File: src/ecg_thr_pkg.sv
package ecg_thr_pkg;

	// one signed ecg sample from the adc front end
	typedef logic signed [15:0] sample_t;

	// unsigned threshold, also used for the swing magnitude
	typedef logic [15:0] thr_t;

	// sample position inside the window, from the peak locator
	typedef logic [11:0] pos_t;

	// pre-shift amount, max shift in the table is 7
	typedef logic [2:0] shift_t;

	// swing bands, upper band wins on overlap
	typedef enum logic [1:0]
	{
		BAND_SMALL,
		BAND_MID,
		BAND_BIG
	} band_t;

	// band limits, compares are strictly greater
	localparam thr_t BIG_SWING = 16'd4000;
	localparam thr_t MID_SWING = 16'd2000;

	// start values for the running extremes
	localparam sample_t SAMPLE_MAX = 16'sh7fff;
	localparam sample_t SAMPLE_MIN = 16'sh8000;

	// extra offset on thr1, rising slope with small swing only
	localparam thr_t SMALL_RISE_BIAS = 16'd2;

	// pre-shift table, rising slope (min before max)
	localparam shift_t RISE_BIG_SH1 = 3'd2;
	localparam shift_t RISE_BIG_SH2 = 3'd3;
	localparam shift_t RISE_MID_SH1 = 3'd3;
	localparam shift_t RISE_MID_SH2 = 3'd4;
	localparam shift_t RISE_SMALL_SH1 = 3'd6;
	localparam shift_t RISE_SMALL_SH2 = 3'd3;

	// pre-shift table, falling slope (min after max)
	localparam shift_t FALL_BIG_SH1 = 3'd7;
	localparam shift_t FALL_BIG_SH2 = 3'd4;
	localparam shift_t FALL_MID_SH1 = 3'd5;
	localparam shift_t FALL_MID_SH2 = 3'd3;
	localparam shift_t FALL_SMALL_SH1 = 3'd5;
	localparam shift_t FALL_SMALL_SH2 = 3'd3;

	// shift-and-add scale of roughly 1.83
	// 1 + 1/2 + 1/4 + 1/16 + 1/64 + 1/4096, plus one for rounding
	// everything wraps in 16 bits, shifts are logical
	function automatic thr_t scaled(input thr_t y);
		return y + (y >> 1) + (y >> 2) + (y >> 4) + (y >> 6) + (y >> 12) + 16'd1;
	endfunction

endpackage

File: src/ecg_block_capture.sv
`timescale 1ns/1ps

module ecg_block_capture
	import ecg_thr_pkg::*;
#(
	parameter int LANES = 8,
	parameter int BLOCKS = 101
)
(
	input logic clk,
	input logic nReset,
	input logic enable,
	input logic window_active,
	input sample_t samples [LANES],
	output sample_t block [LANES],
	output logic block_valid
);

	// counter wide enough to hold BLOCKS itself
	localparam int CNT_W = $clog2(BLOCKS + 1);
	localparam logic [CNT_W-1:0] CNT_LIMIT = CNT_W'(BLOCKS);

	// alternating phase, a block is taken only on phase 1
	logic phase;

	// blocks taken in the current window
	logic [CNT_W-1:0] count;

	// this cycle's block is taken
	logic accept;

	assign accept = enable && window_active && phase && (count < CNT_LIMIT);

	// control state
	always_ff @(posedge clk or negedge nReset)
	begin
		if (!nReset)
		begin
			phase <= 1'b0;
			count <= '0;
			block_valid <= 1'b0;
		end
		else if (!enable)
		begin
			// disabled, restart from phase 0 with an empty count
			phase <= 1'b0;
			count <= '0;
			block_valid <= 1'b0;
		end
		else
		begin
			phase <= ~phase;
			// one-cycle pulse after each capture
			block_valid <= accept;
			if (!window_active)
			begin
				// window closed, next window starts counting again
				count <= '0;
			end
			else if (accept)
			begin
				count <= count + 1'b1;
			end
		end
	end

	// sample register, one block per accepted cycle
	always_ff @(posedge clk)
	begin
		if (!enable)
		begin
			block <= '{default: '0};
		end
		else if (accept)
		begin
			block <= samples;
		end
	end

	// counter saturates at BLOCKS, late blocks are dropped
	count_in_range: assert property (
		@(posedge clk) disable iff (!nReset)
		count <= CNT_LIMIT
	);

endmodule

File: src/ecg_extreme_track.sv
`timescale 1ns/1ps

module ecg_extreme_track
	import ecg_thr_pkg::*;
#(
	// number of lanes, a power of two
	parameter int LANES = 8
)
(
	input logic clk,
	input logic nReset,
	input logic enable,
	input logic block_valid,
	input sample_t block [LANES],
	output sample_t win_max,
	output sample_t win_min
);

	// compare trees stored heap style
	// node 0 is the root, leaves sit at LANES-1 up to 2*LANES-2
	// children of node i are 2i+1 and 2i+2
	localparam int NODES = 2 * LANES - 1;

	sample_t max_node [NODES];
	sample_t min_node [NODES];

	// tree results for the current block
	sample_t blk_max;
	sample_t blk_min;

	// leaves take the block lanes directly
	for (genvar i = 0; i < LANES; i++)
	begin : g_leaf
		assign max_node[LANES - 1 + i] = block[i];
		assign min_node[LANES - 1 + i] = block[i];
	end

	// inner nodes, one pairwise compare each
	// balanced for a power-of-two LANES, log2(LANES) levels deep
	for (genvar i = 0; i < LANES - 1; i++)
	begin : g_node
		assign max_node[i] = (max_node[2*i + 1] >= max_node[2*i + 2]) ?
			max_node[2*i + 1] : max_node[2*i + 2];
		assign min_node[i] = (min_node[2*i + 1] <= min_node[2*i + 2]) ?
			min_node[2*i + 1] : min_node[2*i + 2];
	end

	assign blk_max = max_node[0];
	assign blk_min = min_node[0];

	// running extremes of the window
	always_ff @(posedge clk or negedge nReset)
	begin
		if (!nReset)
		begin
			win_max <= SAMPLE_MIN;
			win_min <= SAMPLE_MAX;
		end
		else if (!enable)
		begin
			// new window starts from the opposite rails
			win_max <= SAMPLE_MIN;
			win_min <= SAMPLE_MAX;
		end
		else if (block_valid)
		begin
			// fold the block into the window
			if (blk_max > win_max)
			begin
				win_max <= blk_max;
			end
			if (blk_min < win_min)
			begin
				win_min <= blk_min;
			end
		end
	end

	// once a block is folded in the extremes are ordered
	// a pulse that meets a disable is dropped, so it is not checked
	extremes_ordered: assert property (
		@(posedge clk) disable iff (!nReset)
		(enable && block_valid) |=> (win_max >= win_min)
	);

endmodule

File: src/ecg_thr_top.sv
`timescale 1ns/1ps

module ecg_thr_top
	import ecg_thr_pkg::*;
#(
	// samples per block
	parameter int LANES = 8,
	// blocks per window, 808 samples by default
	parameter int BLOCKS = 101
)
(
	input logic clk,
	input logic nReset,
	input logic enable,
	input logic window_active,
	input logic calc,
	input sample_t samples [LANES],
	input pos_t min_pos,
	input pos_t max_pos,
	output thr_t thr1,
	output thr_t thr2
);

	// capture to tracker
	sample_t block [LANES];
	logic block_valid;

	// tracker to calc
	sample_t win_max;
	sample_t win_min;

	// decode, gates and registers the incoming blocks
	ecg_block_capture #(
		.LANES(LANES),
		.BLOCKS(BLOCKS)
	) capture_i (
		.clk(clk),
		.nReset(nReset),
		.enable(enable),
		.window_active(window_active),
		.samples(samples),
		.block(block),
		.block_valid(block_valid)
	);

	// execute, window max and min
	ecg_extreme_track #(
		.LANES(LANES)
	) track_i (
		.clk(clk),
		.nReset(nReset),
		.enable(enable),
		.block_valid(block_valid),
		.block(block),
		.win_max(win_max),
		.win_min(win_min)
	);

	// result, swing to thresholds
	ecg_threshold_calc calc_i (
		.clk(clk),
		.nReset(nReset),
		.calc(calc),
		.win_max(win_max),
		.win_min(win_min),
		.min_pos(min_pos),
		.max_pos(max_pos),
		.thr1(thr1),
		.thr2(thr2)
	);

endmodule

File: src/ecg_threshold_calc.sv
`timescale 1ns/1ps

module ecg_threshold_calc
	import ecg_thr_pkg::*;
(
	input logic clk,
	input logic nReset,
	input logic calc,
	input sample_t win_max,
	input sample_t win_min,
	input pos_t min_pos,
	input pos_t max_pos,
	output thr_t thr1,
	output thr_t thr2
);

	// raw difference and its magnitude, both 16 bits
	thr_t diff;
	thr_t mag;

	// band of the swing and slope direction
	band_t band;
	logic rising;

	// selected pre-shifts and the thr1 offset
	shift_t sh1;
	shift_t sh2;
	thr_t bias;

	// difference wraps in 16 bits like the sample path
	assign diff = thr_t'(win_max - win_min);

	// two's complement magnitude
	assign mag = diff[15] ? thr_t'(~diff + 16'd1) : diff;

	// min before max means a rising slope
	assign rising = (min_pos < max_pos);

	// band select, boundary values drop to the lower band
	always_comb
	begin
		if (mag > BIG_SWING)
		begin
			band = BAND_BIG;
		end
		else if (mag > MID_SWING)
		begin
			band = BAND_MID;
		end
		else
		begin
			band = BAND_SMALL;
		end
	end

	// shift table lookup
	always_comb
	begin
		bias = '0;
		if (rising)
		begin
			case (band)
				BAND_BIG:
				begin
					sh1 = RISE_BIG_SH1;
					sh2 = RISE_BIG_SH2;
				end
				BAND_MID:
				begin
					sh1 = RISE_MID_SH1;
					sh2 = RISE_MID_SH2;
				end
				default:
				begin
					sh1 = RISE_SMALL_SH1;
					sh2 = RISE_SMALL_SH2;
					// small rising swing gets a floor offset
					bias = SMALL_RISE_BIAS;
				end
			endcase
		end
		else
		begin
			case (band)
				BAND_BIG:
				begin
					sh1 = FALL_BIG_SH1;
					sh2 = FALL_BIG_SH2;
				end
				BAND_MID:
				begin
					sh1 = FALL_MID_SH1;
					sh2 = FALL_MID_SH2;
				end
				default:
				begin
					sh1 = FALL_SMALL_SH1;
					sh2 = FALL_SMALL_SH2;
				end
			endcase
		end
	end

	// thresholds load on calc and hold otherwise
	always_ff @(posedge clk or negedge nReset)
	begin
		if (!nReset)
		begin
			thr1 <= '0;
			thr2 <= '0;
		end
		else if (calc)
		begin
			thr1 <= scaled(mag >> sh1) + bias;
			thr2 <= scaled(mag >> sh2);
		end
	end

	// calc decides whether the thresholds move
	calc_known: assert property (
		@(posedge clk) disable iff (!nReset)
		!$isunknown(calc)
	);

endmodule
File: config.mk
export PLATFORM = sky130hd
export DESIGN_NAME = ecg_thr_top
export DESIGN_NICKNAME = d
export VERILOG_FILES = /design/src/ecg_thr_pkg.sv /design/src/ecg_block_capture.sv /design/src/ecg_extreme_track.sv /design/src/ecg_thr_top.sv /design/src/ecg_threshold_calc.sv
export SDC_FILE = /design/constraint.sdc
export NUM_CORES = 1
export LEC_CHECK = 0
export ABC_AREA = 0
export BUFFER_PORTS_ARGS = -buffer_cell sky130_fd_sc_hd__buf_2
export CAP_MARGIN = 15
export CELL_PAD_IN_SITES_DETAIL_PLACEMENT = 1
export CELL_PAD_IN_SITES_GLOBAL_PLACEMENT = 1
export CORE_ASPECT_RATIO = 2
export CORE_MARGIN = 5
export CORE_UTILIZATION = 48
export CTS_CLUSTER_SIZE = 14
export DETAILED_ROUTE_END_ITERATION = 7
export GPL_TIMING_DRIVEN = 0
export PLACE_DENSITY_LB_ADDON = 0.1
export SLEW_MARGIN = 20
export SYNTH_ARGS = -nofsm -noshare
export SYNTH_HDL_FRONTEND = slang
export SYNTH_HIERARCHICAL = 1
export SYNTH_SLANG_ARGS = --single-unit
File: constraint.sdc
create_clock -name clk -period 13.5 [get_ports clk]
set_input_delay 2.7 -clock clk [delete_from_list [all_inputs] [get_ports clk]]
set_output_delay 2.7 -clock clk [all_outputs]
set_load 0.02 [all_outputs]
==> flow_summary_export.csv <==
group,metric,value,unit
cells_and_area,area_growth,11.5,%
worst_hold_path,min_path_type,"reg -> reg",
timing,setup_violations,0,
synthesis,yosys_most_used_dff,"dfxtp_1",
clock_tree,cts_root_buffer,"clkbuf_16",
clock_tree,ctsHoldBuffers,0,
synthesis,synth_area,0.0223,mm²
synthesis,synth_common_cells,"inv_1 (371), nand2_1 (324), mux2i_1 (312)",
synthesis,yosysSeqAreaShare,0.198,
synthesis,yosysMostFrequentCell,"inv_1",
global_route,antenna_found_initial,0,
synthesis,synth_top_area_frac,0.155,
global_route,grt_max_degree,54,
clock_tree,clkLatencyLatePin,0.55,ns
route,drtPass1Iterations,5,
clock_tree,cts_tree,"yes",
synthesis,synth_cells,2559,
floorplan,die_w,162,µm
timing,finalHoldViolCount,0,
run,maxCapViolations,0,
synthesis,synth_top_cell_by_area,"ha_1",
synthesis,synthTopCellsByArea,"ha_1 (16%), mux2i_1 (14%), dfxtp_1 (12%), fa_1 (7.6%), dfrtp_1 (6.4%)",
status,status,"completed",
clock_tree,path_clk_slew,0.06,ns
critical_path,slowest_stage,"a41oi_1",
place,numPortBuffers,187,
timing,slew_viol_final,0,
critical_path,crit_top_cell,"o21a_1",
cells_and_area,drive_above_1_share,0.147,
critical_path,cp_max_fo,10,
global_route,grt_pass1_vias,22373,
global_route,overflow,0,
critical_path,endpoint_kind,"register",
global_route,grt_pass1_wl,121000,µm
timing,min_period_over_period,0.896,
route,via_count,19791,
floorplan,fp-row-count,111,
route,wl,79000,µm
synthesis,synth_cell_types,110,
clock_tree,cts_sinks,201,
clock_tree,cts_resized,0,
route,drt_iter0_drc,513,
timing,fmaxAchievable,82.6,MHz
critical_path,worst-setup-path-type,"reg -> reg",
critical_path,crit_required,13.90,ns
timing,finClkSkew,0.0211,ns
critical_path,arrival,12.50,ns
critical_path,path_buf_inv,9,
floorplan,dieArea,0.0511,mm²
floorplan,fp.dieH,315,µm
synthesis,async_reset_ff_frac,0.363,
critical_path,cpPeakStageDelay,0.83,ns
clock_tree,post_cts_buffers,0,
clock_tree,numCtsBuffers,22,
clock_tree,clockBufferDepth,3,
timing,fin_crit,12.10,ns
floorplan,pin_count,189,
synthesis,synth_warnings,6,
route,vias_per_cell,5.85,
cells_and_area,antennaDiodeCount,0,
timing,tightest_slew,1.23,ns
global_route,grt_use_total,0.306,
floorplan,coreArea,0.0458,mm²
timing,relSlewSlack,0.172,
timing,fin_tns_setup,0,ns
critical_path,path_delay_family,"compound AO/OA/AOI/OAI gates",
place,place.gp.congestion,0.970,
route,routedWlPerCell,23.4,µm
clock_tree,h-tree-depth,1,
synthesis,avgSynthCellArea,8.70,µm²
place,dp_hpwl,68100,µm
route,detail-route-antenna-nets,0,
route,drc,0,
timing,grt_setup_unrepaired,"no",
synthesis,synth-seq-cells,201,
cells_and_area,nets,3319,
synthesis,synth_edf_count,0,
critical_path,startpoint_type,"register",
floorplan,start_util,0.486,
metal layers:
layer,GRT usage,routed length [µm]
met1,0.254,24100
met3,0.0266,1910
met2,0.622,44900
met4,0.254,8180
met5,0,0
final timing paths:
path | startpoint | end | slack (ns) | cells past startpoint
max in group asynchronous | nReset | track_i/win_min[10] | 10.77 | 2
worst min-delay path | capture_i/block[33] | capture_i/block[33] | 0.49 | 2
worst max register to register | capture_i/block[47] | track_i/win_max[10] | 1.40 | 47
min in group asynchronous | nReset | calc_i/thr1[10] | 2.04 | 1
worst max-delay path | capture_i/block[47] | track_i/win_max[10] | 1.40 | 47
worst min register to register | capture_i/block[33] | capture_i/block[33] | 0.49 | 2
metrics by stage:
step / util / instance area [µm²] / setup slack, ns / instances / hold slack, ns
CTS: 0.542 / 24800 / 1.37 / 3383 / 0.498
floorplan: - / 22400 / 4.02 / 2590 / 0.448
global placement: 0.524 / 24000 / 1.66 / 3342 / 0.479
finish: 0.542 / 24800 / 1.40 / 3383 / 0.493
global route: 0.542 / 24800 / 0.632 / 3383 / 0.518
detailed placement: 0.525 / 24100 / 1.49 / 3343 / 0.484
sequential cells by signal, indices dropped and copies added (netlist names):
| name | count |
|---|---|
| calc_i/thr1 | 16 |
| capture_i/phase | 1 |
| capture_i/count | 7 |
| track_i/win_min | 16 |
| track_i/win_max | 16 |
| capture_i/block | 128 |
| calc_i/thr2 | 16 |
| capture_i/block_valid | 1 |
layout make-up:
class                           instances  area (µm²)
Clock inverter                          9        92.6
Tap cell                              565         707
Inverter                              373        1400
Fill cell                            5540       21000
Clock buffer                           31         677
Multi-Input combinational cell       1916       16000
Timing Repair Buffer                  188         966
Buffer                                100         611
Sequential cell                       201        4410
layout by cell type (no fill, tap or decap), types with 19 or more instances in the layout:
cell type	count
a211oi_1	42
fa_1	84
dfrtp_1	57
a31oi_1	21
dfxtp_1	128
clkbuf_1	58
o21bai_1	19
nand4_1	43
mux2i_1	310
conb_1	33
buf_2	202
clkbuf_16	24
a21o_1	37
xnor2_1	39
inv_1	371
mux2_2	79
ha_1	276
nor2_1	63
o21a_1	34
nand3_1	31
nor2b_1	24
nand2_1	324
o21ai_0	59
a21oi_1	127
worst reg2reg max path: cells and delay by family, from the launching register on:
kind,cells,cell delay [ns]
AO/OA/AOI/OAI,22,4.51
adder cells (fa/ha/maj),4,1.27
buffers and inverters,9,2.48
flip-flops,1,0.52
multiplexers,4,1.80
AND/OR/NAND/NOR,8,1.39
kinds of logic after synthesis:
logic type,after synthesis,synth area share
simple gates,586,0.123
buf+inv,473,0.0903
other cells,2,0.000337
fa+ha+maj,360,0.231
xor+xnor,55,0.0223
mux,396,0.183
flops,201,0.198
compound gates,486,0.153
Power is not shown: default switching activity piles up to over one toggle a cycle in this logic, so the estimate is an artifact.
